[config.mk]
export PLATFORM = sky130hd
export DESIGN_NAME = video_timing
export DESIGN_NICKNAME = d
export VERILOG_FILES = /design/src/hw/ppu_pkg.sv /design/src/hw/video_timing.sv
export SDC_FILE = /design/constraint.sdc
export NUM_CORES = 1
export LEC_CHECK = 0
export BUFFER_PORTS_ARGS = -buffer_cell sky130_fd_sc_hd__buf_4
export CORE_ASPECT_RATIO = 0.9
export CORE_MARGIN = 4
export CORE_UTILIZATION = 30
export CTS_BUF_LIST = sky130_fd_sc_hd__clkbuf_16
export CTS_CLUSTER_DIAMETER = 120
export DETAILED_ROUTE_END_ITERATION = 7
export GPL_TIMING_DRIVEN = 0
export HOLD_SLACK_MARGIN = 0.02
export SLEW_MARGIN = 20
export SYNTH_ARGS = -nofsm -noshare
export SYNTH_HDL_FRONTEND = slang
export SYNTH_SLANG_ARGS = --single-unit
export TNS_END_PERCENT = 30
[constraint.sdc]
create_clock -name clk -period 2.4 [get_ports clk]
set_clock_uncertainty 0.2 [all_clocks]
set_input_delay 0.24 -clock clk [delete_from_list [all_inputs] [get_ports clk]]
set_output_delay 0.24 -clock clk [all_outputs]
set_load 0.005 [all_outputs]
[src/hw/ppu_pkg.sv]
// Shared types for the reduced PPU. Background only, no attribute tables or mirroring
// Palette index to colour is a fixed 2-bit-per-channel rule
package ppu_pkg;

	typedef logic [7:0]  byte_t;
	typedef logic [13:0] vram_addr_t;
	typedef logic [4:0]  pal_addr_t;
	typedef logic [5:0]  pal_idx_t;
	typedef logic [9:0]  coord_t;
	typedef logic [2:0]  reg_sel_t;

	localparam reg_sel_t REG_CTRL   = 3'd0;
	localparam reg_sel_t REG_MASK   = 3'd1;
	localparam reg_sel_t REG_STATUS = 3'd2;
	localparam reg_sel_t REG_ADDR   = 3'd6;
	localparam reg_sel_t REG_DATA   = 3'd7;

	localparam int CTRL_INC32    = 2;	// Step 32 instead of 1
	localparam int CTRL_BG_TABLE = 4;	// Pattern table select
	localparam int CTRL_NMI      = 7;
	localparam int MASK_SHOW_BG  = 3;

	localparam vram_addr_t PALETTE_BASE = 14'h3F00;

	typedef struct packed {
		byte_t r;
		byte_t g;
		byte_t b;
	} rgb_t;

	typedef struct packed {
		rgb_t rgb;
		logic hs;	// Active low
		logic vs;	// Active low
		logic blank_n;
	} video_out_t;

	typedef struct packed {
		logic     cs;
		logic     we;
		reg_sel_t sel;
		byte_t    wdata;
	} cpu_bus_t;

	typedef struct packed {
		logic       we;
		vram_addr_t vaddr;
		pal_addr_t  paddr;
		logic       to_pal;
		byte_t      wdata;
	} mem_req_t;

	typedef struct packed {
		logic   pix_en;
		coord_t h;
		coord_t v;
		logic   active;
		logic   vblank;
		logic   hs;
		logic   vs;
	} timing_t;

	function automatic rgb_t index_to_rgb(input pal_idx_t idx);
		rgb_t c;
		c.r = {6'd0, idx[1:0]} * 8'h55;
		c.g = {6'd0, idx[3:2]} * 8'h55;
		c.b = {6'd0, idx[5:4]} * 8'h55;
		return c;
	endfunction

endpackage
[src/hw/video_timing.sv]
// Video timing counters. H_TOTAL and H_ACTIVE must be multiples of 8
// vblank covers lines V_ACTIVE to V_TOTAL-2; the last line is a pre-render line
module video_timing import ppu_pkg::*; #(
	parameter int H_ACTIVE     = 256,
	parameter int H_TOTAL      = 320,
	parameter int H_SYNC_START = 272,
	parameter int H_SYNC_LEN   = 32,
	parameter int V_ACTIVE     = 240,
	parameter int V_TOTAL      = 262,
	parameter int V_SYNC_START = 241,
	parameter int V_SYNC_LEN   = 2,
	parameter int PIX_DIV      = 4
) (
	input  logic    clk,
	input  logic    arst_n,
	output timing_t timing
);

	localparam int DW = $clog2(PIX_DIV + 1);

	logic [DW-1:0] div_cnt;
	logic          pix_en;
	coord_t        h;
	coord_t        v;

	assign pix_en = div_cnt == DW'(PIX_DIV - 1);	// Last clk of each pixel

	always_ff @(posedge clk or negedge arst_n) begin
		if (!arst_n) begin
			div_cnt <= '0;
			h       <= '0;
			v       <= '0;
		end else begin
			div_cnt <= pix_en ? '0 : div_cnt + 1'b1;
			if (pix_en) begin
				if (h == coord_t'(H_TOTAL - 1)) begin
					h <= '0;
					v <= (v == coord_t'(V_TOTAL - 1)) ? '0 : v + 1'b1;
				end else begin
					h <= h + 1'b1;
				end
			end
		end
	end

	assign timing.pix_en = pix_en;
	assign timing.h      = h;
	assign timing.v      = v;
	assign timing.active = (h < coord_t'(H_ACTIVE)) && (v < coord_t'(V_ACTIVE));
	assign timing.vblank = (v >= coord_t'(V_ACTIVE)) && (v < coord_t'(V_TOTAL - 1));
	assign timing.hs     = !((h >= coord_t'(H_SYNC_START)) &&
		(h < coord_t'(H_SYNC_START + H_SYNC_LEN)));
	assign timing.vs     = !((v >= coord_t'(V_SYNC_START)) &&
		(v < coord_t'(V_SYNC_START + V_SYNC_LEN)));

	// Renderer prefetches tile 0 in the last 8 blank pixels of a line
	a_hblank_len: assert property (@(posedge clk)
		(H_TOTAL - H_ACTIVE >= 8) && (H_TOTAL % 8 == 0) && (H_ACTIVE % 8 == 0))
		else $error("Horizontal blank too short for the tile prefetch");

endmodule

Yosys cells after proc, flatten, opt, wreduce, memory -nomap -nowiden:

Cells that the tools add are included.

* logic and storage cells: 27
* register bits after elaboration: 23
* output and inout port bits: 25

* eq/ne operators: 3
* reduce and logical (&&, ||, !) cells: 7
* muxes and demuxes: 3
* $add $sub $neg: 3
* magnitude comparators: 8

Operator list (number)
* < comparator 10 x 9 -> 1 bit, second input constant: 3
* adder 10 x 1 -> 10 bit, second input constant: 2
* == test 10 x 9 -> 1 bit, second input constant: 2
* >= comparator 10 x 8 -> 1 bit, second input constant: 2
* < comparator 10 x 8 -> 1 bit, second input constant: 2
* 2-to-1 mux 10 bit: 2
* >= comparator 10 x 9 -> 1 bit, second input constant: 1
* logical AND 1 bit: 4
* adder 3 x 1 -> 3 bit, second input constant: 1
* == test 3 x 2 -> 1 bit, second input constant: 1
* 2-to-1 mux 3 bit: 1
* logical NOT 1 bit: 2
* AND reduction 2 bit: 1

Logic depth before layout (Yosys ltp):

* word-level depth: 3
* gate-level depth with buffers: 7
* mapped depth without buffers: 5

Worst setup path before layout:

No wires, ideal clock.

* path kind: reg2reg
* from: register h[0]
* to: register v[8]
* path buffers: 1
* setup time: 0.077 ns
* period minus slack after synthesis: 1.857 ns
* cell stages (with the launch flop): 7
* setup slack: 0.543 ns
* arrival time: 1.579 ns
* cell sequence: dfrtp_1 -> ha_1 -> and4_1 -> clkbuf_2 -> nand4_1 -> or4_1 -> a21oi_1

* word-level cells in the longest chain between the ends: 2

Ends and longest elaborated chain
* start: declaration: line video_timing.sv:23 `coord_t h;`
* start signal: assignment: line video_timing.sv:40 `h <= h + 1'b1;`
* == test 10 x 9 -> 1 bit: line video_timing.sv:36 `if (h == coord_t'(H_TOTAL - 1)) begin`
* AND reduction 2 bit (no line)
* end signal: assignment: line video_timing.sv:38 `v <= (v == coord_t'(V_TOTAL - 1)) ? '0 : v + 1'b1;`
* end: declaration: line video_timing.sv:24 `coord_t v;`

Every way passes these cells.
A chain may end at the register's enable or synchronous reset.

Worst setup path after layout:

* from: register h[1]
* to: register v[8]

Same word-level chain as after synthesis.

==> impl_results.md <==
* Placed Instances at 199
* Setup CP Type: register to register
* Fin nets at roughly 170
* Post-cts sizing count at 0
* Critical Path AT at ~2.0 ns
* Comb power frac at 1.3%
* Clock tree buffer depth at 2
* Drt pass-1 iters at 4
* Count leader, synth: dfrtp_1
* Global route overflow at 0
* Sw Share at 18.54%
* FMAX at ~500 MHz
* Cell internal pwr at 612.0 uW
* Critical Path Source: h[1]
* Critical Path Fanout Max at 7
* Worst slew pin tran at 0.4752 ns
* Crit path required time at around 2.4 ns
* Power, Total at 751.3 uW
* Clk network pwr share at a little under half
* Psw at 139.3 uW
* Fill count at 367
* Post-synthesis cell count at roughly 130
* Dominant cell type by area after synthesis: dfrtp_1
* Count of final max-slew check failures at 0
* Final Hold Fails at 0
* VDD IR max at approximately 0.23 mV
* GRT busiest layer: met2
* # setup viols final at 0
* Final worst setup slack at 0.3826 ns
* Hold WC Path Type: input pin to async pin
* Port Buf Inserts at 26
* Sequential share of power at 51.6%
* WHS at between 0.2 and 0.25 ns
* GPL Wtd Cong at 0.7657
* Site row count at 21
* Placed inst area at 1494 um2
* Area contributors post-synth: dfrtp_1, ha_1, xnor2_1
* Rel. slew slack at 68.18%
* TritonCTS clock tree: built
* RSZ-0062 raised after global routing: false
* IO Count at 27
* Core footprint at 3862 um2
* YS warnings at 0
* Outcome: finished, final reports clean
* Initial antenna violation count at 0
* #FFs+latches synth at 23
* Crit. End Element: register
* Top cell type's share of synthesized area at 46.37%
* WL/cell at about 13 um
* DP Wirelength at slightly below 2 mm
* Worst-Skew Late Latency at 0.25 ns
* Worst-case reg-to-reg path depth at 6
* Area delta synth->final at 27.52%
* Setup TNS at 0 ns
* Synth Flop Type: dfrtp_1
* H-tree levels at 1
* GR Layer Usage met2 at 16.25%
* Asr flop ratio synth at 100.0%
* CP Launch Type: register
* Final core utilization at between 40% and 50%
* Crit path time final at 2.017 ns
* Max_cap viols at 0
* Clk sinks at 23
* Layout cell share with drive strength beyond 1 at 22.78%
* GRT Util Overall at a little over a tenth
* Die width at 75.80 um
* Pwr Density at around 470 nW/um2
* DIE HEIGHT at 69.02 um
* Avg Inst Size Synth at roughly 9.8 um2
* Final period util at 84.06%
* Hold_buf cts at 1
* Clock root buffer: clkbuf_16
* Non-Filler Instances at 204
* Die ar. at 5232 um2
* DRC violations left at 0
* Leak pwr at 0.7538 nW
* Cell area after synthesis at between 1000 and 1500 um2
* Antenna diode count at 0
* DP Worst Slack at approximately 0.38 ns
* Grt met3 use at 2.616%
* Post-synthesis sequential area ratio at 46.37%
* Number of global-route vias before repair at 968
* Final wirelength at around 2.6 mm
* Initial DRC Count at 88
* Wire length of the first global-routing pass at 4.643 mm
* Post-synth EDFFs at 0
* Largest net degree at the start of global routing at 24
* Clock transition at the registers of the reported paths at 0.06 ns
* Post-Syn Nets at roughly 140
* M1 GR Usage at around 16%
* Commonest cells post-synth: dfrtp_1, nand2_1, nor2_1
* Via Count at 1023
* Routed Antenna Nets at 0
* CTS buffer count at 3
* Finished Cell Area at 1583 um2
* Worst R2R Start: h[1]
* Vias per inst at 5.015
* Distinct cells, synth at 33
* Initial Utilization at 32.13%
* Postcts setup bufs at 0
final timing paths:
path                              end  slack (ns)
setup / recovery                 v[8]        0.38
hold / removal                   v[7]        0.22
setup reg to reg                 v[8]        0.38
hold reg to reg            div_cnt[0]        0.23
max in group asynchronous        h[2]        1.55
min in group clk           div_cnt[0]        0.23
worst max-delay path, stage by stage, from the launching register on:
cell,delay [ns]
dfrtp_1,0.42
ha_1,0.25
and4_1,0.19
clkbuf_2,0.17
nand4_1,0.10
or4_1,0.47
a21oi_1,0.14
cell usage in the layout (no fill, tap or decap), drive strengths merged:
master and n:
and2 1, clkbuf 6, or3 1, nand4 6, a21oi 5, and3 3
dfrtp 23, xnor2 6, inv 6, nor4b 2, and4 3, nand3 9
ha 6, nand2 11, o21ai 5, a31o 1, buf 29, nor3 4
nor4 1, mux2i 2, nor2b 2, dlygate4sd3 1, xor2 6, o31ai 1
and3b 1, or4 2, a31oi 1, nand3b 1, nand2b 3, nor2 10
layout make-up:
class / count / area [um2] / share of cell area, %
multi-input combinational: 93 / 614.3 / 38.81
sequential: 23 / 575.6 / 36.36
timing repair buffer: 27 / 205.2 / 12.96
clock buffer: 3 / 75.07 / 4.743
tap: 46 / 57.56 / 3.636
buffer: 6 / 32.53 / 2.055
inverter: 5 / 18.77 / 1.186
clock inverter: 1 / 3.754 / 0.2372
flip-flops by register name, indices dropped and copies added, names as in the netlist:
| signal | cells |
|---|---|
| v | 10 |
| h | 10 |
| div_cnt | 3 |
per-layer routing:
layer / up-vias / part of all wire (%) / wire length [um]
met5: - / 0 / 0
met4: 0 / 0.53 / 14
met3: 2 / 4.3 / 114
met2: 19 / 46 / 1214
met1: 494 / 49 / 1280
li1: 508 / - / -
power by group through the flow:
stage | combinational [mW] | clock, mW | sequential, mW
2_1_floorplan | 0.000000266 | 0 | 0.395
3_3_place_gp | 0.00928 | 0 | 0.395
3_5_place_dp | 0.00940 | 0 | 0.395
4_1_cts | 0.0107 | 0.366 | 0.388
5_1_grt | 0.0117 | 0.386 | 0.387
6_report | 0.00975 | 0.354 | 0.388
kinds of logic (layout without fill, tap and decap cells):
| kind of cell | Yosys count | count (layout) | share of synthesized area, % |
|---|---|---|---|
| AND/OR/NAND/NOR | 60 | 60 | 27.52 |
| multiplexers | 2 | 2 | 1.613 |
| buffers and inverters | 11 | 42 | 4.132 |
| adder cells (fa/ha/maj) | 6 | 6 | 6.048 |
| XOR/XNOR | 12 | 12 | 8.468 |
| AO/OA/AOI/OAI | 13 | 13 | 5.847 |
| flip-flops | 23 | 23 | 46.37 |
(Power assumes the default switching activity.)
