[src/hw/ppu_pkg.sv]
// Shared types for the reduced PPU. Background only, no attribute tables or mirroring
// Palette index to colour is a fixed 2-bit-per-channel rule
package ppu_pkg;

	typedef logic [7:0]  byte_t;
	typedef logic [13:0] vram_addr_t;
	typedef logic [4:0]  pal_addr_t;
	typedef logic [5:0]  pal_idx_t;
	typedef logic [9:0]  coord_t;
	typedef logic [2:0]  reg_sel_t;

	localparam reg_sel_t REG_CTRL   = 3'd0;
	localparam reg_sel_t REG_MASK   = 3'd1;
	localparam reg_sel_t REG_STATUS = 3'd2;
	localparam reg_sel_t REG_ADDR   = 3'd6;
	localparam reg_sel_t REG_DATA   = 3'd7;

	localparam int CTRL_INC32    = 2;	// Step 32 instead of 1
	localparam int CTRL_BG_TABLE = 4;	// Pattern table select
	localparam int CTRL_NMI      = 7;
	localparam int MASK_SHOW_BG  = 3;

	localparam vram_addr_t PALETTE_BASE = 14'h3F00;

	typedef struct packed {
		byte_t r;
		byte_t g;
		byte_t b;
	} rgb_t;

	typedef struct packed {
		rgb_t rgb;
		logic hs;	// Active low
		logic vs;	// Active low
		logic blank_n;
	} video_out_t;

	typedef struct packed {
		logic     cs;
		logic     we;
		reg_sel_t sel;
		byte_t    wdata;
	} cpu_bus_t;

	typedef struct packed {
		logic       we;
		vram_addr_t vaddr;
		pal_addr_t  paddr;
		logic       to_pal;
		byte_t      wdata;
	} mem_req_t;

	typedef struct packed {
		logic   pix_en;
		coord_t h;
		coord_t v;
		logic   active;
		logic   vblank;
		logic   hs;
		logic   vs;
	} timing_t;

	function automatic rgb_t index_to_rgb(input pal_idx_t idx);
		rgb_t c;
		c.r = {6'd0, idx[1:0]} * 8'h55;
		c.g = {6'd0, idx[3:2]} * 8'h55;
		c.b = {6'd0, idx[5:4]} * 8'h55;
		return c;
	endfunction

endpackage
[src/hw/ppu_bg_render.sv]
// Background renderer with output 2 pixel strobes behind timing. Needs PIX_DIV of 2 or more
// Pixel value 0 shows palette entry 0; no attributes, no scrolling
module ppu_bg_render import ppu_pkg::*; #(
	parameter int H_ACTIVE = 256,
	parameter int PIX_DIV  = 4
) (
	input  logic       clk,
	input  logic       arst_n,
	input  timing_t    timing,
	input  logic       show_bg,
	input  logic       bg_table,
	output vram_addr_t rnd_vaddr,
	input  byte_t      rnd_vdata,
	output pal_addr_t  rnd_paddr,
	input  pal_idx_t   rnd_pdata,
	output video_out_t video
);

	typedef enum logic [2:0] {F_IDLE, F_NAME, F_LOW, F_HIGH, F_LATCH} fetch_st_t;

	fetch_st_t  st;
	logic [4:0] f_col;	// Tile column being fetched
	coord_t     f_row;	// Pixel row being fetched
	byte_t      tile;
	byte_t      lat0;
	byte_t      lat1;
	byte_t      sh0;
	byte_t      sh1;
	logic [1:0] pix_q;
	logic       act_q;
	logic       hs_q;
	logic       vs_q;
	logic       pre_ln;	// Between vblank start and line 0
	logic       nl;
	logic       grp_start;
	logic       tile_end;

	assign grp_start = timing.pix_en && (timing.h[2:0] == 3'd0);
	assign tile_end  = timing.pix_en && (timing.h[2:0] == 3'd7);
	assign nl        = timing.h >= coord_t'(H_ACTIVE - 8);	// Next tile is on the next line

	always_comb begin
		case (st)
			F_LOW:   rnd_vaddr = {1'b0, bg_table, rnd_vdata, 1'b0, f_row[2:0]};
			F_HIGH:  rnd_vaddr = {1'b0, bg_table, tile, 1'b1, f_row[2:0]};
			default: rnd_vaddr = {4'b1000, f_row[7:3], f_col};	// Nametable at 0x2000
		endcase
	end

	always_ff @(posedge clk or negedge arst_n) begin
		if (!arst_n) begin
			st <= F_IDLE;
		end else begin
			case (st)
				F_IDLE:  st <= grp_start ? F_NAME : F_IDLE;
				F_NAME:  st <= F_LOW;
				F_LOW:   st <= F_HIGH;
				F_HIGH:  st <= F_LATCH;
				default: st <= F_IDLE;
			endcase
		end
	end

	always_ff @(posedge clk) begin
		if (st == F_IDLE && grp_start) begin
			f_col <= nl ? 5'd0 : timing.h[7:3] + 5'd1;
			if (!nl)
				f_row <= timing.v;
			else
				f_row <= pre_ln ? '0 : timing.v + 1'b1;
		end
		if (st == F_LOW)
			tile <= rnd_vdata;
		if (st == F_HIGH)
			lat0 <= rnd_vdata;
		if (st == F_LATCH)
			lat1 <= rnd_vdata;
	end

	assign rnd_paddr = {3'b000, pix_q};

	always_ff @(posedge clk or negedge arst_n) begin
		if (!arst_n) begin
			sh0    <= '0;
			sh1    <= '0;
			pix_q  <= '0;
			act_q  <= 1'b0;
			hs_q   <= 1'b1;
			vs_q   <= 1'b1;
			pre_ln <= 1'b0;
			video  <= '{rgb: '0, hs: 1'b1, vs: 1'b1, blank_n: 1'b0};
		end else begin
			if (timing.vblank)
				pre_ln <= 1'b1;
			else if (timing.v == '0)
				pre_ln <= 1'b0;
			if (timing.pix_en) begin
				if (tile_end) begin
					sh0 <= lat0;
					sh1 <= lat1;
				end else begin
					sh0 <= sh0 << 1;
					sh1 <= sh1 << 1;
				end
				pix_q         <= show_bg ? {sh1[7], sh0[7]} : 2'b00;	// Stage 1
				act_q         <= timing.active;
				hs_q          <= timing.hs;
				vs_q          <= timing.vs;
				video.rgb     <= act_q ? index_to_rgb(rnd_pdata) : '0;	// Stage 2
				video.blank_n <= act_q;
				video.hs      <= hs_q;
				video.vs      <= vs_q;
			end
		end
	end

	// The three fetches of a tile end before the shifters take it
	a_fetch_fits: assert property (@(posedge clk) disable iff (!arst_n)
		tile_end |-> (st == F_IDLE) && (PIX_DIV >= 2))
		else $error("Tile fetch overran its 8 pixels");

endmodule

[config.mk]
export PLATFORM = sky130hd
export DESIGN_NAME = ppu_bg_render
export DESIGN_NICKNAME = d
export VERILOG_FILES = /design/src/hw/ppu_pkg.sv /design/src/hw/ppu_bg_render.sv
export SDC_FILE = /design/constraint.sdc
export NUM_CORES = 1
export LEC_CHECK = 0
export ABC_AREA = 1
export BUFFER_PORTS_ARGS = -buffer_cell sky130_fd_sc_hd__buf_4
export CORE_MARGIN = 2
export CORE_UTILIZATION = 52
export CTS_CLUSTER_SIZE = 8
export DETAILED_ROUTE_END_ITERATION = 10
export HOLD_SLACK_MARGIN = 0.1
export PLACE_DENSITY_LB_ADDON = 0.08
export SETUP_SLACK_MARGIN = 0.4
export SYNTH_ARGS = -nofsm -noshare
export SYNTH_HDL_FRONTEND = slang
export SYNTH_SLANG_ARGS = --single-unit
[constraint.sdc]
create_clock -name clk -period 2.08 [get_ports clk]
set_input_delay 0.416 -clock clk [delete_from_list [all_inputs] [get_ports clk]]
set_output_delay 0.416 -clock clk [all_outputs]
set_load 0.01 [all_outputs]
# Word-level counts from Yosys, hierarchy flattened
# Cells that the tools add are included.
dict set report totals {
  elab_cells 48
  in_bits 43
  reg_bits 89
  output_inout_bits 46
}
dict set report op_classes {
  n_eq_ne 5
  mux 11
  n_lt_le_gt_ge 1
  add_sub_neg 2
  reduce_logical 7
  n_mul 3
}
# op n
set op_table {}
lappend op_table {{8-bit 2-to-1 mux} 4}
lappend op_table {{14-bit one-hot mux with 2 select lines} 1}
lappend op_table {{2-bit by 7-bit multiplier with 8-bit output, second input constant} 3}
lappend op_table {{24-bit 2-to-1 mux} 1}
lappend op_table {{3-bit one-hot mux with 4 select lines} 1}
lappend op_table {{10-bit by 8-bit greater-or-equal comparator with 1-bit output, second input constant} 1}
lappend op_table {{10-bit zero test} 1}
lappend op_table {{8-bit by 1-bit adder with 8-bit output, second input constant} 1}
lappend op_table {{3-bit by 2-bit == test with 1-bit output, second input constant} 2}
lappend op_table {{3-bit == test, second input constant} 2}
lappend op_table {{3-bit zero test} 2}
lappend op_table {{5-bit by 1-bit adder with 5-bit output, second input constant} 1}
lappend op_table {{3-bit by 1-bit == test with 1-bit output, second input constant} 1}
lappend op_table {{1-bit logical AND} 3}
lappend op_table {{1-bit 2-to-1 mux} 3}
lappend op_table {{2-bit 2-to-1 mux} 1}
lappend op_table {{2-bit nonzero test} 1}

# Longest topological paths before layout
dict set report logic_depth {
  ltp_word 4
  depth_mapped 8
  depth_no_buf 8
}

# Worst setup path after synthesis
# No wires, ideal clock.
dict set report synth_path {
  path_type {input to register}
  from {input timing[14] (netlist name)}
  to {register f_col[0] (enable)}
  arrival_time_ns 1.538
  setup_slack_ns 0.142
  cell_stages 3
  path_buffers 0
  required_ns 1.679
  setup_ns 0.401
  path_cell_list {nor2_1 > nand3b_1 > nor3_1}
}
dict set report synth_between {
  elab_chain_cells 3
}
# element line_no
set synth_rtl {}
lappend synth_rtl {{start: declaration} ppu_bg_render.sv:9} ;# input timing_t timing,
lappend synth_rtl {{3-bit zero test} ppu_bg_render.sv:38} ;# assign grp_start = timing.pix_en && (timing.h[2:0] == 3'd0);
lappend synth_rtl {{1-bit logical AND} ppu_bg_render.sv:38}
lappend synth_rtl {{1-bit logical AND} ppu_bg_render.sv:65} ;# if (st == F_IDLE && grp_start) begin
lappend synth_rtl {{end signal: assignment} ppu_bg_render.sv:66} ;# f_col <= nl ? 5'd0 : timing.h[7:3] + 5'd1;
lappend synth_rtl {{end: declaration} ppu_bg_render.sv:22} ;# logic [4:0] f_col;
# No other way between the ends.
# A chain may end at the register's enable or synchronous reset.

# Final worst setup path
dict set report layout_path {
  from {register st[1]}
  to {output rnd_vaddr[10]}
}
dict set report layout_between {
  elab_chain_cells 2
  elab_cells_between_ends 3
  cone_classes {eq/ne: 2; mux: 1}
}
# element line_no
set layout_rtl {}
lappend layout_rtl {{start: declaration} ppu_bg_render.sv:21} ;# fetch_st_t st;
lappend layout_rtl {{start signal: assignment} ppu_bg_render.sv:55} ;# F_IDLE: st <= grp_start ? F_NAME : F_IDLE;
lappend layout_rtl {{3-bit by 2-bit == test with 1-bit output} ppu_bg_render.sv:43} ;# case (st)
lappend layout_rtl {{14-bit one-hot mux with 2 select lines *} ppu_bg_render.sv:43}
lappend layout_rtl {{end: declaration} ppu_bg_render.sv:12} ;# output vram_addr_t rnd_vaddr,
# Mark *: on every way between the ends. The rest lies on a longest branch, timed or not.

==> flow_metrics.py <==
metrics = {
    "route": {
        "wl_per_cell_um": 14.6,
        "wl_met1_mm": 3.27,
        "viasPerCell": 5.15,
        "vias": 2623,
        "drtAntennaViolNets": 0,
        "drc_errors": 0,
        "dr.pass1.iters": 4,
        "met2RoutedLength_mm": 3.61,
        "wl_met3_um": 363,
        "routed_wl_mm": 7.41,
        "top_layer_used": "met4",
        "drt_iter0_markers": 154,
    },
    "min_path": {
        "hold_path.class": "primary input to register",
        "hold_path_depth": 1,
        "holdPathEnd": "tile[6]$_DFFE_PN_",
        "min_from": "rnd_vdata[6]",
    },
    "timing": {
        "maxSlewViolCount": 0,
        "skew_ns": 0.00901,
        "fin_tns_setup_ns": 0,
        "rsz0062_at_grt": "yes",
        "setup_ws_ns": 0.124,
        "fin_crit_sh_pct": 94.1,
        "fmax_mhz": 511,
        "finalCriticalPeriod_ns": 1.96,
        "setup_viol": 0,
        "hold_viol": 0,
    },
    "cells_and_area": {
        "final_nets": 475,
        "seq_area_mm2": 0.00197,
        "drive_gt1_share_pct": 36.4,
        "antenna_cells": 0,
        "layout_commonest_cell": "buf_4",
        "final_util_pct": 72.7,
        "multi_input_area_mm2": 0.00109,
        "area_growth_pct": 33.7,
        "final_cell_mix": "buf_4, nand2_1, edfxtp_1",
        "fillers": 440,
        "design_area_mm2": 0.00436,
    },
    "setup_path": {
        "path_max_fanout": 8,
        "worst-r2r-cell-count": 10,
        "required_ns": 1.66,
        "critPathArrivalTime_ns": 1.54,
        "critPathKind": "register to output pin",
        "reg2reg_to": "lat1[2]$_DFFE_PN_",
        "reg2reg_slack_ns": 0.21,
        "worstSetupEndpointType": "output pin",
        "startpoint_type": "register",
        "rr_startpoint": "st[2]$_DFF_PN0_",
    },
    "floorplan": {
        "row_count": 28,
        "die_w_um": 83.2,
        "dieArea_mm2": 0.00692,
        "start_util_pct": 54.4,
        "die_y_um": 83.2,
        "coreArea_mm2": 0.00599,
        "pin_count": 89,
    },
    "clock_tree": {
        "cts_buffers": 9,
        "clkSinkCount": 71,
        "clock_latency_ns": 0.33,
        "cts_root_buf": "clkbuf_8",
        "max-clock-path-buffers": 2,
        "h-tree-depth": 3,
        "clk_pin_slew_ns": 0.08,
        "cts_tree": "built",
    },
    "grt": {
        "grt_max_degree": 35,
        "grt_pass1_wl_mm": 12.2,
        "grt.overflow.total": 0,
        "grt_pass1_vias": 2551,
        "antenna_found_initial": 0,
        "grt_use_total_pct": 22.2,
    },
    "logic_synthesis": {
        "synth_seq_cells": 71,
        "yosysSeqAreaShare_pct": 60.3,
        "synth_cell_types": 31,
        "synth_top_cell_area_share_pct": 34.1,
        "yosys.area.top_type": "edfxtp_1",
        "synth_area_mm2": 0.00326,
        "netlist_instances": 334,
        "ys_top_cells_by_area": "edfxtp_1, dfrtp_1, nand2_1",
        "ys_warn_count": 0,
        "syn_area_per_cell_um2": 9.76,
    },
    "pwr": {
        "p_total_mw": 4.74,
        "leakagePower_nw": 1.97,
        "p_sw_mw": 1.52,
        "vdd_drop_max_mv": 0.629,
        "p_sw_share_pct": 32.0,
        "power_density_mw_per_mm2": 1090,
        "p_int_mw": 3.23,
        "seqPwrFrac_pct": 39.2,
        "power.share.clock_pct": 22.2,
        "pwr-share-comb_pct": 38.7,
    },
    "place": {
        "routabilityCongestion": 0.929,
        "port-buffer-count": 85,
        "placed_area_mm2": 0.00383,
        "dp_hpwl_mm": 4.63,
        "dpl_worst_slack_ns": 0.254,
    },
    "status": {
        "status": "completed",
    },
    "job": {
        "drv_cap": 0,
    },
}
-- through the flow --
step	hold slack, ns	cells
floorplan	0.120	336
global placement	0.388	470
detailed placement	0.388	470
CTS	0.269	507
global route	0.268	509
finish	0.284	509
-- cell type report --
cell class	count	area share, %
multi-input combinational	213	25.0
tap	75	2.15
timing repair buffer	113	21.3
inverter	21	2.01
clock buffer	10	2.93
sequential	71	45.2
clock inverter	6	1.41
-- synth_stat cells (all sizes together) --
cell / count
nand2: 82
nor2: 40
edfxtp: 37
a21oi: 31
dfrtp: 30
buf: 29
nand3: 25
inv: 21
o21ai: 11
a22o: 4
dfstp: 4
clkbuf: 3
ha: 3
nand4: 2
nor3: 2
o21bai: 2
xor2: 2
a22oi: 1
and3: 1
conb: 1
nand3b: 1
or2: 1
xnor2: 1
-- power groups by stage --
stage	Combinational [mW]	Sequential, mW	Clock [mW]
after detailed placement	1.10	1.87	0
after global placement	1.08	1.86	0
final	1.83	1.86	1.05
after CTS	1.69	1.85	1.06
after floorplan	0.619	1.85	0
after global routing	1.96	1.88	1.12
-- cells by family after synthesis --
logic type	share of synthesized area [%]
and+or+nand+nor	19.8
other	0.115
buffers and inverters	9.21
DFF	60.3
adders and majority gates	1.15
AOI/OAI and AO/OA	8.56
xor gates and xnor gates	0.806
-- state kept, by name (all words and copies together), names as in the netlist, 5 cells and up --
register and cells:
f_col 5, lat1 8, sh1 8, video 9, sh0 8, f_row 8
tile 8, lat0 8
-- layer usage --
metal / vias up / global-route usage, %
li1: 1276 / -
met1: 1241 / 29.4
met2: 92 / 35.6
met3: 14 / 4.08
met4: 0 / 10.1
met5: - / 0
-- critical path, stage by stage (launching register included) --
cell	delay [ns]
dfrtp_2	0.45
nand3_4	0.11
clkinvlp_4	0.14
buf_12	0.17
a22o_1	0.21
buf_6	0.12
-- how the worst max path moves through the flow --
| stage | start | to | slack, ns | cells past startpoint |
|---|---|---|---|---|
| 2_1_floorplan | timing[14] | f_col[0]$_SDFFCE_PP0P_ | 0.54 | 3 |
| 3_3_place_gp | st[2]$_DFF_PN0_ | rnd_vaddr[4] | 0.30 | 6 |
| 3_5_place_dp | st[2]$_DFF_PN0_ | rnd_vaddr[4] | 0.25 | 6 |
| 4_1_cts | st[2]$_DFF_PN0_ | rnd_vaddr[4] | 0.18 | 7 |
| 5_1_grt | st[2]$_DFF_PN0_ | rnd_vaddr[4] | 0.07 | 7 |
| 6_report | st[1]$_DFF_PN0_ | rnd_vaddr[10] | 0.12 | 5 |
-- repair_timing --
item                                   CTS  global route
pin swaps                                5             5
buffers inserted                        18             2
endpoints found under the hold margin   30             0
cloned                                   2             0
gates resized for setup                 26            12
hold buffers                             1             0
setup endpoints to repair               14            22
(Power assumes the default switching activity.)
