$ cat src/hw/ppu_pkg.sv
// Shared types for the reduced PPU. Background only, no attribute tables or mirroring
// Palette index to colour is a fixed 2-bit-per-channel rule
package ppu_pkg;

	typedef logic [7:0]  byte_t;
	typedef logic [13:0] vram_addr_t;
	typedef logic [4:0]  pal_addr_t;
	typedef logic [5:0]  pal_idx_t;
	typedef logic [9:0]  coord_t;
	typedef logic [2:0]  reg_sel_t;

	localparam reg_sel_t REG_CTRL   = 3'd0;
	localparam reg_sel_t REG_MASK   = 3'd1;
	localparam reg_sel_t REG_STATUS = 3'd2;
	localparam reg_sel_t REG_ADDR   = 3'd6;
	localparam reg_sel_t REG_DATA   = 3'd7;

	localparam int CTRL_INC32    = 2;	// Step 32 instead of 1
	localparam int CTRL_BG_TABLE = 4;	// Pattern table select
	localparam int CTRL_NMI      = 7;
	localparam int MASK_SHOW_BG  = 3;

	localparam vram_addr_t PALETTE_BASE = 14'h3F00;

	typedef struct packed {
		byte_t r;
		byte_t g;
		byte_t b;
	} rgb_t;

	typedef struct packed {
		rgb_t rgb;
		logic hs;	// Active low
		logic vs;	// Active low
		logic blank_n;
	} video_out_t;

	typedef struct packed {
		logic     cs;
		logic     we;
		reg_sel_t sel;
		byte_t    wdata;
	} cpu_bus_t;

	typedef struct packed {
		logic       we;
		vram_addr_t vaddr;
		pal_addr_t  paddr;
		logic       to_pal;
		byte_t      wdata;
	} mem_req_t;

	typedef struct packed {
		logic   pix_en;
		coord_t h;
		coord_t v;
		logic   active;
		logic   vblank;
		logic   hs;
		logic   vs;
	} timing_t;

	function automatic rgb_t index_to_rgb(input pal_idx_t idx);
		rgb_t c;
		c.r = {6'd0, idx[1:0]} * 8'h55;
		c.g = {6'd0, idx[3:2]} * 8'h55;
		c.b = {6'd0, idx[5:4]} * 8'h55;
		return c;
	endfunction

endpackage
$ cat src/hw/ppu_reg_if.sv
// CPU side registers. Palette reads are served right away, except on the cycle right after
// a DATA write, which needs one idle cycle. CTRL and MASK read back as zero
module ppu_reg_if import ppu_pkg::*; (
	input  logic     clk,
	input  logic     arst_n,
	input  cpu_bus_t cpu,
	output byte_t    rdata,
	input  timing_t  timing,
	output mem_req_t req,
	output logic     cpu_owns,
	input  byte_t    vram_rdata,
	input  pal_idx_t pal_rdata,
	output logic     bg_table,
	output logic     show_bg,
	output logic     nmi
);

	byte_t      ctrl;
	byte_t      mask;
	byte_t      rd_buf;	// DATA read buffer
	byte_t      buf_now;
	vram_addr_t addr;
	vram_addr_t addr_nxt;
	logic       w_tog;	// Second ADDR write pending
	logic       vbl_flag;
	logic       vbl_q;
	logic       buf_ld_q;	// Buffer loads from VRAM this cycle
	logic       wr_acc;
	logic       rd_acc;
	logic       data_wr;
	logic       data_rd;
	logic       stat_rd;
	logic       addr_wr;
	logic       to_pal;

	assign wr_acc  = cpu.cs && cpu.we;
	assign rd_acc  = cpu.cs && !cpu.we;
	assign data_wr = wr_acc && (cpu.sel == REG_DATA);
	assign data_rd = rd_acc && (cpu.sel == REG_DATA);
	assign stat_rd = rd_acc && (cpu.sel == REG_STATUS);
	assign addr_wr = wr_acc && (cpu.sel == REG_ADDR);
	assign to_pal  = addr >= PALETTE_BASE;

	assign show_bg  = mask[MASK_SHOW_BG];
	assign bg_table = ctrl[CTRL_BG_TABLE];
	assign cpu_owns = !show_bg || timing.vblank;	// Memory is free while not drawing
	assign nmi      = vbl_flag && ctrl[CTRL_NMI];

	// High byte first, then low byte; DATA accesses step the pointer
	always_comb begin
		addr_nxt = addr;
		if (addr_wr) begin
			if (w_tog)
				addr_nxt = {addr[13:8], cpu.wdata};
			else
				addr_nxt = {cpu.wdata[5:0], addr[7:0]};
		end else if (data_wr || data_rd) begin
			addr_nxt = addr + (ctrl[CTRL_INC32] ? 14'd32 : 14'd1);
		end
	end

	assign req.we     = data_wr && cpu_owns;	// Dropped writes still step addr
	assign req.vaddr  = addr;
	assign req.paddr  = data_wr ? addr[4:0] : addr_nxt[4:0];	// Read ahead for palette
	assign req.to_pal = to_pal;
	assign req.wdata  = cpu.wdata;

	// A read right behind another sees the byte that is just arriving
	assign buf_now = buf_ld_q ? vram_rdata : rd_buf;

	always_comb begin
		case (cpu.sel)
			REG_STATUS: rdata = {vbl_flag, 7'd0};
			REG_DATA:   rdata = (to_pal && cpu_owns) ? {2'b00, pal_rdata} : buf_now;
			default:    rdata = 8'd0;
		endcase
	end

	always_ff @(posedge clk or negedge arst_n) begin
		if (!arst_n) begin
			ctrl     <= '0;
			mask     <= '0;
			addr     <= '0;
			w_tog    <= 1'b0;
			vbl_flag <= 1'b0;
			vbl_q    <= 1'b0;
			buf_ld_q <= 1'b0;
			rd_buf   <= '0;
		end else begin
			addr     <= addr_nxt;
			vbl_q    <= timing.vblank;
			buf_ld_q <= data_rd && !to_pal && cpu_owns;
			if (buf_ld_q)
				rd_buf <= vram_rdata;
			if (wr_acc && (cpu.sel == REG_CTRL))
				ctrl <= cpu.wdata;
			if (wr_acc && (cpu.sel == REG_MASK))
				mask <= cpu.wdata;
			if (stat_rd)
				w_tog <= 1'b0;	// STATUS read restarts the ADDR pair
			else if (addr_wr)
				w_tog <= !w_tog;
			if (timing.vblank && !vbl_q)
				vbl_flag <= 1'b1;	// First vblank cycle
			else if (stat_rd || !timing.vblank)
				vbl_flag <= 1'b0;
		end
	end

	// The flag outlives vblank by at most the one cycle it takes to clear
	a_flag_in_vblank: assert property (@(posedge clk) disable iff (!arst_n)
		vbl_flag |-> timing.vblank || vbl_q)
		else $error("vblank flag set outside vertical blank");

endmodule

$ cat config.mk
export PLATFORM = sky130hd
export DESIGN_NAME = ppu_reg_if
export DESIGN_NICKNAME = d
export VERILOG_FILES = /design/src/hw/ppu_pkg.sv /design/src/hw/ppu_reg_if.sv
export SDC_FILE = /design/constraint.sdc
export NUM_CORES = 1
export LEC_CHECK = 0
export ABC_AREA = 1
export BUFFER_PORTS_ARGS = -buffer_cell sky130_fd_sc_hd__buf_2
export CORE_ASPECT_RATIO = 0.7
export CORE_UTILIZATION = 47
export CTS_CLUSTER_DIAMETER = 120
export DETAILED_ROUTE_END_ITERATION = 8
export PLACE_DENSITY_LB_ADDON = 0.1
export SLEW_MARGIN = 20
export SYNTH_ARGS = -nofsm -noshare
export SYNTH_HDL_FRONTEND = slang
export SYNTH_SLANG_ARGS = --single-unit
$ cat constraint.sdc
create_clock -name clk -period 1.9 [get_ports clk]
set_input_delay 0.19 -clock clk [delete_from_list [all_inputs] [get_ports clk]]
set_output_delay 0.19 -clock clk [all_outputs]
set_load 0.03 [all_outputs]
# --- Word level (Yosys, flattened, before mapping) ---
# Cells that the tools add are included.
word_totals:
  regBits: 38
  in_bits: 54
  output_inout_bits: 41
  elab_cells: 59
op_classes:
  add_sub_neg: 1
  magnitude_cmp: 1
  n_eq_ne: 6
  n_mux: 12
  n_reduce_logical: 29
ops:
  columns: ["operator", "n"]
  rows:
  - ["two-way mux 14 bit", 3]
  - ["two-way mux 8 bit", 2]
  - ["case mux 8 bit (2 select lines)", 1]
  - ["adder 14 x 6 -> 14 bit", 1]
  - ["greater-or-equal comparator 14 bit, second input constant", 1]
  - ["logical AND 1 bit", 14]
  - ["equality test 3 bit, second input constant", 2]
  - ["zero test 1 bit", 6]
  - ["two-way mux 6 bit", 1]
  - ["nonzero test 2 bit", 3]
  - ["two-way mux 5 bit", 1]
  - ["two-way mux 1 bit", 4]
  - ["!= test 2 bit, second input constant", 2]
  - ["AND reduction 2 bit", 2]
  - ["equality test 3 x 1 -> 1 bit, second input constant", 1]
  - ["equality test 3 x 2 -> 1 bit, second input constant", 1]
  - ["zero test 3 bit", 1]
  - ["logical OR 1 bit", 3]

# --- Longest topological paths before layout ---
# Gate-level depths: netlist (run 1).
logic_depth:
  depth_word: 7
  depth_mapped: 11
  ltp_nobuf: 11

# --- Least setup slack after synthesis (run 1) ---
# No wires, ideal clock.
synth_timing:
  path_type: "reg-to-output"
  from: "reg mask[3]"
  to: "out rdata[0]"
  t_arrival_ps: 1829
  t_required_ps: 1710
  path_slack_ps: -119
  path_stages_with_launch: 7
  path_buffers: 0
  cell_sequence: "dfrtp_1 inv_1 nor2_1 inv_1 nand2_1 nand2_1 a21oi_1"
synth_via:
  elab_chain_cells: 5
synth_lines:
  columns: ["item", "line_no", "rtl"]
  rows:
  - ["start: declaration", "ppu_reg_if.sv:19", "byte_t mask;"]
  - ["start signal: assignment", "ppu_reg_if.sv:98", "mask <= cpu.wdata;"]
  - ["zero test 1 bit", "ppu_reg_if.sv:46", "assign cpu_owns = !show_bg || timing.vblank;"]
  - ["logical OR 1 bit", "ppu_reg_if.sv:46", null]
  - ["named net cpu_owns", "ppu_reg_if.sv:10", "output logic cpu_owns,"]
  - ["logical AND 1 bit", "ppu_reg_if.sv:74", "REG_DATA: rdata = (to_pal && cpu_owns) ? {2'b00, pal_rdata} : buf_now;"]
  - ["two-way mux 8 bit", "ppu_reg_if.sv:74", null]
  - ["case mux 8 bit (2 select lines)", "ppu_reg_if.sv:72", "case (cpu.sel)"]
  - ["end: declaration", "ppu_reg_if.sv:7", "output byte_t rdata,"]
# The timed path passes the listed nets, and every way through them passes these cells.

==> metrics.md, run 1 <==
| Metric | Value |
|---|---|
| Arrival @ worst endpoint | ~1.8 ns |
| Sequential element share of the synthesized area | a little over a third |
| Clock Latency Late Sink | 0.28 ns |
| Status | finished with violations |
| Placer Congestion | between 0.9 and 1 |
| Area occupied by registers | 753 um^2 |
| Final Slew Violations | 0 |
| Worst-path clk slew | about 0.070 ns |
| Cts bufs inserted | 5 |
| Maximum clock path buffer count | 2 |
| Fin crit period | 1.95 ns |
| IO Port Bufs | 70 |
| WP buf/inv | 3 |
| Vias in the first global route | 1941 |
| Hold WC Path Type | in2reg |
| Setup_tns | -0.0884 ns |
| Wire per inst | 13.1 um |
| Worst setup margin | -0.0477 ns |
| Area growth from synthesis to layout | 37.7% |
| CTS tree | built |
| Hold_ws | ~0.044 ns |
| Hpwl dp | 4.34 mm |
| # setup viols final | 3 |
| Yosys warns | 0 |
| Count of flip-flops with a built-in enable after synthesis | 0 |
| Delay-heaviest family, CP | simple AND/OR/NAND/NOR gates |
| # diodes | 0 |
| R2r startpoint | addr[0] |
| Worst Setup SP | ctrl[2] |
| CP Capture Point | req[12] |
| Core ar. | 4110 um^2 |
| Final wirelength | ~5.9 mm |
| Share of cells above drive strength 1 | 37.0% |
| Most frequent CP cell | nand2_1 |
| CP max-delay cell | dfrtp_1 |
| Max_cap viols | 0 |
| Grt total ovfl | 0 |
| Fmax | 513 MHz |
| Crit path launch type | flip-flop |
| Most common cell in the netlist | nand2_1 |
| H-Tree Depth | 2 |
| Worst reg2reg path endpoint | addr[9] |
| First-pass GRT wire length | 9.34 mm |
| Die width | between 80 and 90 um |
| Fill count | 384 |
| Worst path max stage delay | 0.39 ns |
| Violated checks | setup timing |
| Ports | 95 |
| Largest net degree at the start of global routing | 31 |
| Worst Tran Pin Value | between 0.6 and 0.7 ns |
| Synth cell types | 26 |
| Final worst path period share | 103% |
| CP required | 1.71 ns |
| Pwr dens | 1030 nW/um^2 |
| CTS root buf | clkbuf_8 |
| Crit path kind | reg2out |
| Clk_skew | 0.00598 ns |
| Core Rows | 19 |
| Ys async rst share | 100% |
| Core Util, Final | 70.5% |
| Cells along the critical path | inv_2 -> ha_4 -> buf_6 -> nand2_4 -> nor2_4 -> nand2_1 -> nand2_1 -> nand3_1 -> nand2_1 -> nand2_1 -> nand2_2 -> buf_6 |
| First-pass iteration count of the detailed router | 5 |
| R2R depth | 14 |
| Initial Utilization | roughly half |
| Mapped Nets | 360 |
| Crit-path max FO | 3 |
| GRT Overall Usage | 27.0% |
| Synth area leaders | dfrtp_1 36%, nand2_1 20%, nand3_1 8.6% |
| Syn Area/Cell | 6.95 um^2 |
| Initial antenna violation count | 0 |
| Chip Height | 58.0 um |
| Die Footprint | roughly 4800 um^2 |
| Area leader, netlist | dfrtp_1 |
| DR iter-0 viols | 148 |
| Vias per inst | 4.96 |
| Clock Sinks | 30 |
| Top cells by count, synth | 110 x nand2_1, 40 x inv_1, 36 x nand3_1 |
| Top cell type's share of synthesized area | 35.7% |
| DRC Markers | 0 |
| Top FF cell, synth | dfrtp_1 |
| Cells after synthesis | 303 |
| Net count, final | ~450 |
| Slew margin rel. | 53.4% |
| ANT nets after route | 0 |
| Pre-CTS setup slack | 0.0319 ns |
| RSZ-0062 raised after global routing | true |
| Routed vias | 2215 |
| CP Depth | 12 |
| Final Hold Fails | 0 |
| Maximum VDD drop | 0.804 mV |
| Multi-input gate area | 1220 um^2 |
| Seq cells post-synth | 30 |
| Setup slack, reg-to-reg | 0.05 ns |
| Mapped Area | around 2100 um^2 |
| CP Capture Type | output port |
| Lkg Pwr | 1.59 nW |
-- power by group --
part / internal (W) / total (W) / leakage (nW) / switching (W)
Sequential: 0.000805 / 0.000986 / 0.367 / 0.000181
Clock: 0.000292 / 0.000534 / 0.0482 / 0.000242
Combinational: 0.000533 / 0.00145 / 1.17 / 0.000920
Total: 0.00163 / 0.00297 / 1.59 / 0.00134
-- repair_timing --
action | in CTS | in global routing
endpoints found under the setup margin | 11 | 14
setup buffers | 6 | 5
hold endpoints to repair | 30 | 0
resized for setup | 28 | 21
pin swaps | 6 | 14
hold buffers | 1 | 0
-- cell families after synthesis --
logic type	count (synthesis)	synth area share, %
AOI/OAI and AO/OA	15	3.69
xor gates and xnor gates	1	0.416
adders and majority gates	3	1.78
buffers and inverters	52	11.4
DFF	30	35.7
muxes	9	4.40
and+or+nand+nor	193	42.7
-- final cells by class --
class / count / share of cell area [%]
repair buffers: 96 / 21.2
clock buffers: 7 / 2.98
well taps: 52 / 2.25
clock inverters: 1 / 0.173
flip-flops and latches: 30 / 26.0
multi-input cells: 221 / 42.2
inverters: 40 / 5.27
-- routing by layer --
layer	share of wire, %	global-route usage [%]	up-vias	wire length (um)
li1	-	-	1128	-
met1	48	40.0	1002	2810
met2	44	39.4	77	2580
met3	6.9	5.83	8	404
met4	1.0	7.52	0	59
met5	0	0	-	0
-- through the flow --
stage	area [um^2]	power, W	cells
CTS	2800	0.00289	442
finish	2900	0.00297	447
detailed placement	2560	0.00225	427
global route	2900	0.00317	447
floorplan	2130	0.00183	303
global placement	2560	0.00223	427
-- registers in the layout, indices dropped and copies added, names as in the netlist --
register  count
addr         14
rd_buf        8
ctrl          3
buf_ld_q      1
mask          1
vbl_flag      1
vbl_q         1
w_tog         1
-- worst min-delay path by stage --
stage / from / end / slack, ns / cells past startpoint
3_3_place_gp: arst_n / rd_buf[0] / 0.27 / 1
2_1_floorplan: arst_n / addr[0] / -0.11 / 0
4_1_cts: timing[2] / vbl_q / 0.04 / 1
3_5_place_dp: arst_n / rd_buf[6] / 0.28 / 1
5_1_grt: timing[2] / vbl_q / 0.05 / 1
6_report: timing[2] / vbl_q / 0.04 / 1
-- cell usage in the layout, fill, tap and decap left out, types with 4 or more instances in the layout --
cell type and instances:
nand3_1 35, buf_4 26, buf_2 59, inv_1 38, nor2_2 5, nand3_2 5
o21ai_0 4, a21oi_2 6, mux2i_1 7, clkbuf_8 6, buf_6 10, dfrtp_1 28
nor2_1 16, nand2_2 9, nor2_4 6, nand3b_1 5, nand4_1 4, nand2_1 102
Power figures use the tool's default switching activity.
==> inputs of run 2 (changes only) <==
Settings changed: ABC_AREA 1 to not set, CORE_UTILIZATION 47 to 46, SLEW_MARGIN 20 to not set.
==> run 2 against run 1 <==
Effect of this change: the flow still finishes with violations (setup timing); via count is 12% lower; count of clock-buffer cells in the layout is 1 higher; global-route usage is 1.9 points lower; synthesized cell count is 30% lower; final area is 7.0% lower; fmax is 3.2% lower; sequential power is 5% higher; core utilization is 2.5 points lower; non-clock buffer count is 4 lower; highest routed layer unchanged.
==> metrics.md, run 2 <==
| Metric | Value |
|---|---|
| Clk_skew | 0.00904 ns (+0.00306 ns) |
| Max_cap viols | 0 (unchanged) |
| Top cell type's share of synthesized area | 38.7% (+3.1 points) |
| Top cells by count, synth | 30 x dfrtp_1, 19 x nand2_1, 19 x nor2_1 |
| Top FF cell, synth | dfrtp_1 |
| Fin crit period | 2.01 ns (+0.0653 ns) |
| Largest net degree at the start of global routing | 31 (unchanged) |
| First-pass iteration count of the detailed router | 4 (-1) |
| Final worst path period share | 106% (+3.4 points) |
| Wire per inst | 16.0 um (+22%) |
| DRC Markers | 0 (unchanged) |
| Crit path launch type | flip-flop |
| Pre-CTS setup slack | 0.0319 ns (-0.00000320 ns) |
| Crit-path max FO | 3 (unchanged) |
| Core Rows | 19 (unchanged) |
| Final Slew Violations | 0 (unchanged) |
| Area growth from synthesis to layout | 39.1% |
| Net count, final | 347 (-23%) |
| Status | finished with violations |
| Seq cells post-synth | 30 (unchanged) |
| Cells along the critical path | ha_4 -> ha_4 -> nor2_2 -> a221oi_2 -> o22a_1 -> buf_6 |
| DR iter-0 viols | 79 (-47%) |
| WP buf/inv | 1 (-2) |
| Final Power | 0.00327 W (+9.9%) |
| Lkg Pwr | 1.27 nW (-20%) |
| First-pass GRT wire length | 8.42 mm (-9.8%) |
| Final Hold Fails | 0 (unchanged) |
| Arrival @ worst endpoint | 1.82 ns (+0.06 ns) |
| Initial Utilization | 48.8% (-2.4 points) |
| Grt total ovfl | 0 (unchanged) |
| H-Tree Depth | 2 (unchanged) |
| Mapped Area | 1940 um^2 (-7.9%) |
| Fill count | 331 (-14%) |
| Delay-heaviest family, CP | compound AO/OA/AOI/OAI gates |
| CP Capture Type | output port |
| Wire length on met3 | 352 um (-13%) |
| Fmax | 497 MHz (-3.2%) |
| Worst Setup SP | addr[0] |
| Chip Height | 56.3 um (-2.9%) |
| Die Footprint | 4480 um^2 (-5.7%) |
| Pwr dens | 1210 nW/um^2 (+18%) |
| Yosys warns | 0 (unchanged) |
| Syn Area/Cell | 9.19 um^2 (+32%) |
| Crit path kind | reg2out |
| Ys async rst share | 100% (unchanged) |
| Synth cell types | 51 (+96%) |
| ANT nets after route | 0 (unchanged) |
| Most frequent cells in the layout | 64 x buf_2, 29 x dfrtp_1, 22 x buf_4 |
| Violated checks | setup timing |
| Synth area leaders | dfrtp_1 39%, mux2_2 6.4%, buf_4 4.6% |
| Met2 WL | 2.41 mm (-6.7%) |
| GRT Overall Usage | 25.1% (-1.9 points) |
| Ports | 95 (unchanged) |
| Most frequent CP cell | ha_4 |
| Worst-path clk slew | 0.07 ns (about the same) |
| Largest registers | addr: 14 flops, rd_buf: 8 flops, ctrl: 3 flops |
| Placer Congestion | 0.805 (-11%) |
| R2R depth | 5 (-9) |
| R2r startpoint | ctrl[2] |
| Maximum clock path buffer count | 2 (unchanged) |
| Share of cells above drive strength 1 | 50.9% (+14 points) |
| Clock Sinks | 30 (unchanged) |
| Most flops, register | addr |
| Hold WC Path Type | in2reg |
| # diodes | 0 (unchanged) |
| Core ar. | 3970 um^2 (-3.5%) |
| CP Depth | 6 (-6) |
| Worst path max stage delay | 0.42 ns (+0.03 ns) |
| Area leader, netlist | dfrtp_1 |
| Count of flip-flops with a built-in enable after synthesis | 0 (unchanged) |
| CP Capture Point | req[10] |
| Setup slack, reg-to-reg | 0.13 ns (+0.08 ns) |
| Slew margin rel. | 53.4% (about the same) |
| IO Port Bufs | 70 (unchanged) |
| CP max-delay cell | dfrtp_1 |
| # setup viols final | 2 (-1) |
| Worst Tran Pin Value | 0.699 ns (-0.000244 ns) |
| Clock Latency Late Sink | 0.29 ns (about the same) |
| Setup_tns | -0.118 ns (-0.0293 ns) |
| CTS root buf | clkbuf_8 |
| Hold path depth | 1 (unchanged) |
| Worst reg2reg path endpoint | addr[12] |
| Maximum VDD drop | 0.984 mV (+22%) |
| Hpwl dp | 3.82 mm (-12%) |
| WL met1 | 2.65 mm (-5.6%) |
| Routed vias | 1947 (-12%) |
| Cts bufs inserted | 5 (unchanged) |
| Cells after synthesis | 211 (-30%) |
| CTS tree | built |
| Die width | 79.6 um (-2.9%) |
| Final wirelength | 5.49 mm (-6.2%) |
| Sequential element share of the synthesized area | 38.7% (+3.1 points) |
| Post-place instance area | 2320 um^2 (-9.3%) |
| Fin area | 2700 um^2 (-7.0%) |
| Commonest non-fill, non-tap cell in the layout | buf_2 |
| Most common cell in the netlist | dfrtp_1 |
| Number of flip-flops in the largest register | 14 (unchanged) |
| CP required | 1.71 ns (about the same) |
| Max Used Layer | met4 |
| Vias in the first global route | 1791 (-7.7%) |
| Initial antenna violation count | 0 (unchanged) |
| Worst setup margin | -0.113 ns (-0.0653 ns) |
| RSZ-0062 raised after global routing | true |
| Vias per inst | 5.68 (+15%) |
| Mapped Nets | 268 (-26%) |
run 2: cell count changes after synthesis, moves of 5 or more:
cell | before | now
nand3_1 | 36 | 7
a31oi_1 | 0 | 6
inv_1 | 40 | 10
o211ai_1 | 0 | 5
nor3_1 | 1 | 8
mux2_2 | 2 | 11
nand2_1 | 110 | 19
run 2: stage by stage:
step	instances	utilization (%)	hold slack, ns
4_1_cts	341	65.4	0.0266
5_1_grt	343	67.9	0.0310
6_report	343	67.9	0.0376
3_3_place_gp	324	58.5	0.275
3_5_place_dp	324	58.5	0.272
2_1_floorplan	211	-	-0.106
run 2: worst min-delay path by stage:
| stage | startpoint | to | slack (ns) |
|---|---|---|---|
| final | timing[2] | vbl_q | 0.04 |
| after global routing | timing[2] | vbl_q | 0.03 |
| after CTS | timing[2] | vbl_q | 0.03 |
| after detailed placement | arst_n | addr[7] | 0.27 |
| after global placement | arst_n | addr[7] | 0.27 |
| after floorplan | arst_n | addr[0] | -0.11 |
run 2: area by class of cell:
class	instances	area [um^2]	share of cell area (%)
repair buffers	92	548	20.3
flip-flops and latches	30	752	27.9
inverters	10	37.5	1.39
clock buffers	8	110	4.08
well taps	52	65.1	2.41
multi-input cells	151	1180	43.9
run 2: cells by family (layout without fill, tap and decap cells):
group	Yosys count	in the layout	synth area share, %
and+or+nand+nor	84	84	23.2
AOI/OAI and AO/OA	45	45	16.8
DFF	30	30	38.7
buffers and inverters	30	110	8.84
muxes	18	18	10.0
adders and majority gates	3	3	1.94
xor gates and xnor gates	1	1	0.452
run 2: where the power goes:
| group | total [W] | switching [W] | internal (W) |
|---|---|---|---|
| Clock | 0.000615 | 0.000250 | 0.000366 |
| Combinational | 0.00161 | 0.000969 | 0.000640 |
| Sequential | 0.00104 | 0.000223 | 0.000822 |
run 2: repair_timing:
| action | 4_1_cts | 5_1_grt |
|---|---|---|
| pin swaps | 6 | 9 |
| hold buffers | 1 | 0 |
| gates resized for setup | 21 | 24 |
| cloned | 0 | 0 |
| endpoints found under the hold margin | 30 | 0 |
| setup endpoints to repair | 14 | 15 |
| buffers inserted | 8 | 2 |
run 2: metal layers:
layer  track usage, %  vias to the layer above
met2             36.9                       76
met4             9.09                        0
met1             36.1                      930
met3             5.37                       10
met5                0                        -
li1                 -                      931
==> inputs of run 3 (changes only) <==
Settings changed: CORE_MARGIN set to 10, PLACE_DENSITY set to 0.8, PLACE_DENSITY_LB_ADDON 0.1 to not set.
==> run 3 against run 2 <==
Effect of this change: sequential power barely moved; final area grew 1.7%; count of clock-buffer cells in the layout decreased by 2; fmax rose by 0.83%; clock power increased by 33%; register-to-register slack got worse by 0.05 ns; critical path type unchanged; sequential share of layout area fell by 0.52 points; core utilization up 0.75 points; combinational power rose by 2%; largest power group unchanged; the run still ends with setup timing left.
==> metrics.md, run 3 (same netlist as run 2, synthesis figures left out) <==
| Metric | Value |
|---|---|
| Status | finished with violations |
| Violated checks | setup timing |
| Core Rows | 19 (unchanged) |
| Worst-path clk slew | 0.06 ns (about the same) |
| Clock Latency Late Sink | 0.29 ns (about the same) |
| Initial Utilization | 48.5% (-0.29 points) |
| First-pass iteration count of the detailed router | 5 (+1) |
| Core ar. | 3990 um^2 (+0.60%) |
| Clk_skew | 0.00549 ns (-0.00355 ns) |
| IO Port Bufs | 70 (unchanged) |
| Grt met2 use | 25.8% (-11 points) |
| Reg power frac | 29.9% (-2.1 points) |
| Hpwl dp | 4.40 mm (+15%) |
| DR iter-0 viols | 259 (+230%) |
| CTS tree | built |
| Number of flip-flops in the largest register | 14 (unchanged) |
| Crit path kind | reg2out |
| Switching power | 0.00148 W (+2.9%) |
| Slew margin rel. | 54.9% (+1.4 points) |
| # setup viols final | 2 (unchanged) |
| Maximum VDD drop | 0.958 mV (-2.7%) |
| Most flops, register | addr |
| Pre-CTS setup slack | 0.0823 ns (+0.0505 ns) |
| Initial antenna violation count | 0 (unchanged) |
| Lkg Pwr | 1.29 nW (+1.7%) |
| GR peak layer | met2 |
| H-Tree Depth | 2 (unchanged) |
| Worst Tran Pin Value | 0.677 ns (-0.0217 ns) |
| Vias in the first global route | 1971 (+10%) |
| Share of cells above drive strength 1 | 50.5% (-0.35 points) |
| Final worst path period share | 105% (-0.88 points) |
| Largest registers | addr: 14 flops, rd_buf: 8 flops, ctrl: 3 flops |
| Hold path depth | 1 (unchanged) |
| Routing usage on met1 | 19.8% (-16 points) |
| Net count, final | 349 (+0.58%) |
| Fin crit period | 2.00 ns (-0.0166 ns) |
| Die width | 97.6 um (+23%) |
| Die Footprint | 7250 um^2 (+62%) |
| # diodes | 0 (unchanged) |
| Most frequent cells in the layout | 64 x buf_2, 30 x dfrtp_1, 23 x buf_4 |
| Area growth from synthesis to layout | 41.5% |
| Max_cap viols | 0 (unchanged) |
| Pwr dens | 1280 nW/um^2 (+5.6%) |
| ANT nets after route | 0 (unchanged) |
| Core Util, Final | 68.7% (+0.75 points) |
| Final wirelength | 6.31 mm (+15%) |
| Multi-input gate area | 1180 um^2 (-0.32%) |
| Worst setup margin | -0.0963 ns (+0.0166 ns) |
| GRT Overall Usage | 16.3% (-8.8 points) |
| Hold_ws | 0.0301 ns (-0.00745 ns) |
| Commonest non-fill, non-tap cell in the layout | buf_2 |
| Arrival @ worst endpoint | 1.81 ns (about the same) |
| Hold WC Path Type | in2reg |
| R2R depth | 11 (+6) |
| Crit-path max FO | 4 (+1) |
| DRC Markers | 0 (unchanged) |
| CP Capture Type | output port |
| Clock power share | 23.2% (+4.4 points) |
| Grt total ovfl | 0 (unchanged) |
| Setup slack, reg-to-reg | 0.08 ns (-0.05 ns) |
| Met3 GRT Util | 6.38% (+1.0 points) |
| Area occupied by registers | 751 um^2 (-0.17%) |
| Wire per inst | 18.3 um (+14%) |
| Chip Height | 74.3 um (+32%) |
| Fill count | 322 (-2.7%) |
| Cts bufs inserted | 5 (unchanged) |
| Int Power | 0.00203 W (+11%) |
| Largest net degree at the start of global routing | 31 (unchanged) |
| Ports | 95 (unchanged) |
| Final Slew Violations | 0 (unchanged) |
| Clock Sinks | 30 (unchanged) |
| First-pass GRT wire length | 9.60 mm (+14%) |
| Fmax | 501 MHz (+0.83%) |
| Placer Congestion | 0.866 (+7.6%) |
| Final Hold Fails | 0 (unchanged) |
| Fin cells | 345 (+0.58%) |
| Vias per inst | 5.81 (+2.3%) |
| RSZ-0062 raised after global routing | true |
| Gate power share | 46.9% (-2.3 points) |
| Routed vias | 2004 (+2.9%) |
| Placed cells | 324 (unchanged) |
| Sw Share | 42.2% (-1.9 points) |
| Maximum clock path buffer count | 2 (unchanged) |
| CP required | 1.71 ns (about the same) |
| Crit path launch type | flip-flop |
| CTS root buf | clkbuf_8 |
-- run 3: area by class of cell --
type	count	share of cell area, %
Multi-Input combinational cell	151	43.0
Sequential cell	30	27.4
Timing Repair Buffer	94	20.7
Clock inverter	2	2.19
Inverter	10	1.37
Clock buffer	6	3.01
Tap cell	52	2.37
-- run 3: through the flow --
step / power (W) / area [um^2] / setup TNS (ns)
4_1_cts: 0.00336 / 2650 / -0.0135
5_1_grt: 0.00370 / 2740 / -0.451
3_5_place_dp: 0.00238 / 2320 / 0
3_3_place_gp: 0.00235 / 2320 / 0
2_1_floorplan: 0.00194 / 1960 / 0
6_report: 0.00351 / 2740 / -0.169
-- run 3: power groups by stage --
stage	clock network, W	logic (W)	registers, W
after floorplan	0	0.000699	0.00124
after global placement	0	0.00134	0.00101
after detailed placement	0	0.00136	0.00102
after CTS	0.000828	0.00151	0.00102
after global routing	0.000856	0.00177	0.00108
final	0.000816	0.00165	0.00105
-- run 3: routing by layer --
metal  wire length, um  vias up
met3               633       10
li1                  -      939
met4                74        0
met5                 0        -
met2              2880      125
met1              2720      930
-- run 3: worst paths after layout --
check                               start        end
min in group asynchronous          arst_n   addr[10]
worst min-delay path            timing[2]      vbl_q
max in group asynchronous          arst_n  rd_buf[7]
worst min register to register      vbl_q   vbl_flag
worst max-delay path                w_tog    req[11]
worst max register to register    ctrl[2]    addr[3]
-- run 3: worst max-delay path: stages, from the launching register on --
cell	delay [ns]
dfrtp_1	0.38
nand4_1	0.14
buf_6	0.16
or2_4	0.26
a21oi_1	0.27
o2bb2a_4	0.18
buf_6	0.12
-- run 3: timing repair --
| item | CTS | global route |
|---|---|---|
| hold endpoints to repair | 30 | 0 |
| setup buffers | 11 | 1 |
| gates resized for setup | 21 | 20 |
| hold buffers | 1 | 0 |
| pin swaps | 4 | 6 |
| endpoints found under the setup margin | 13 | 14 |
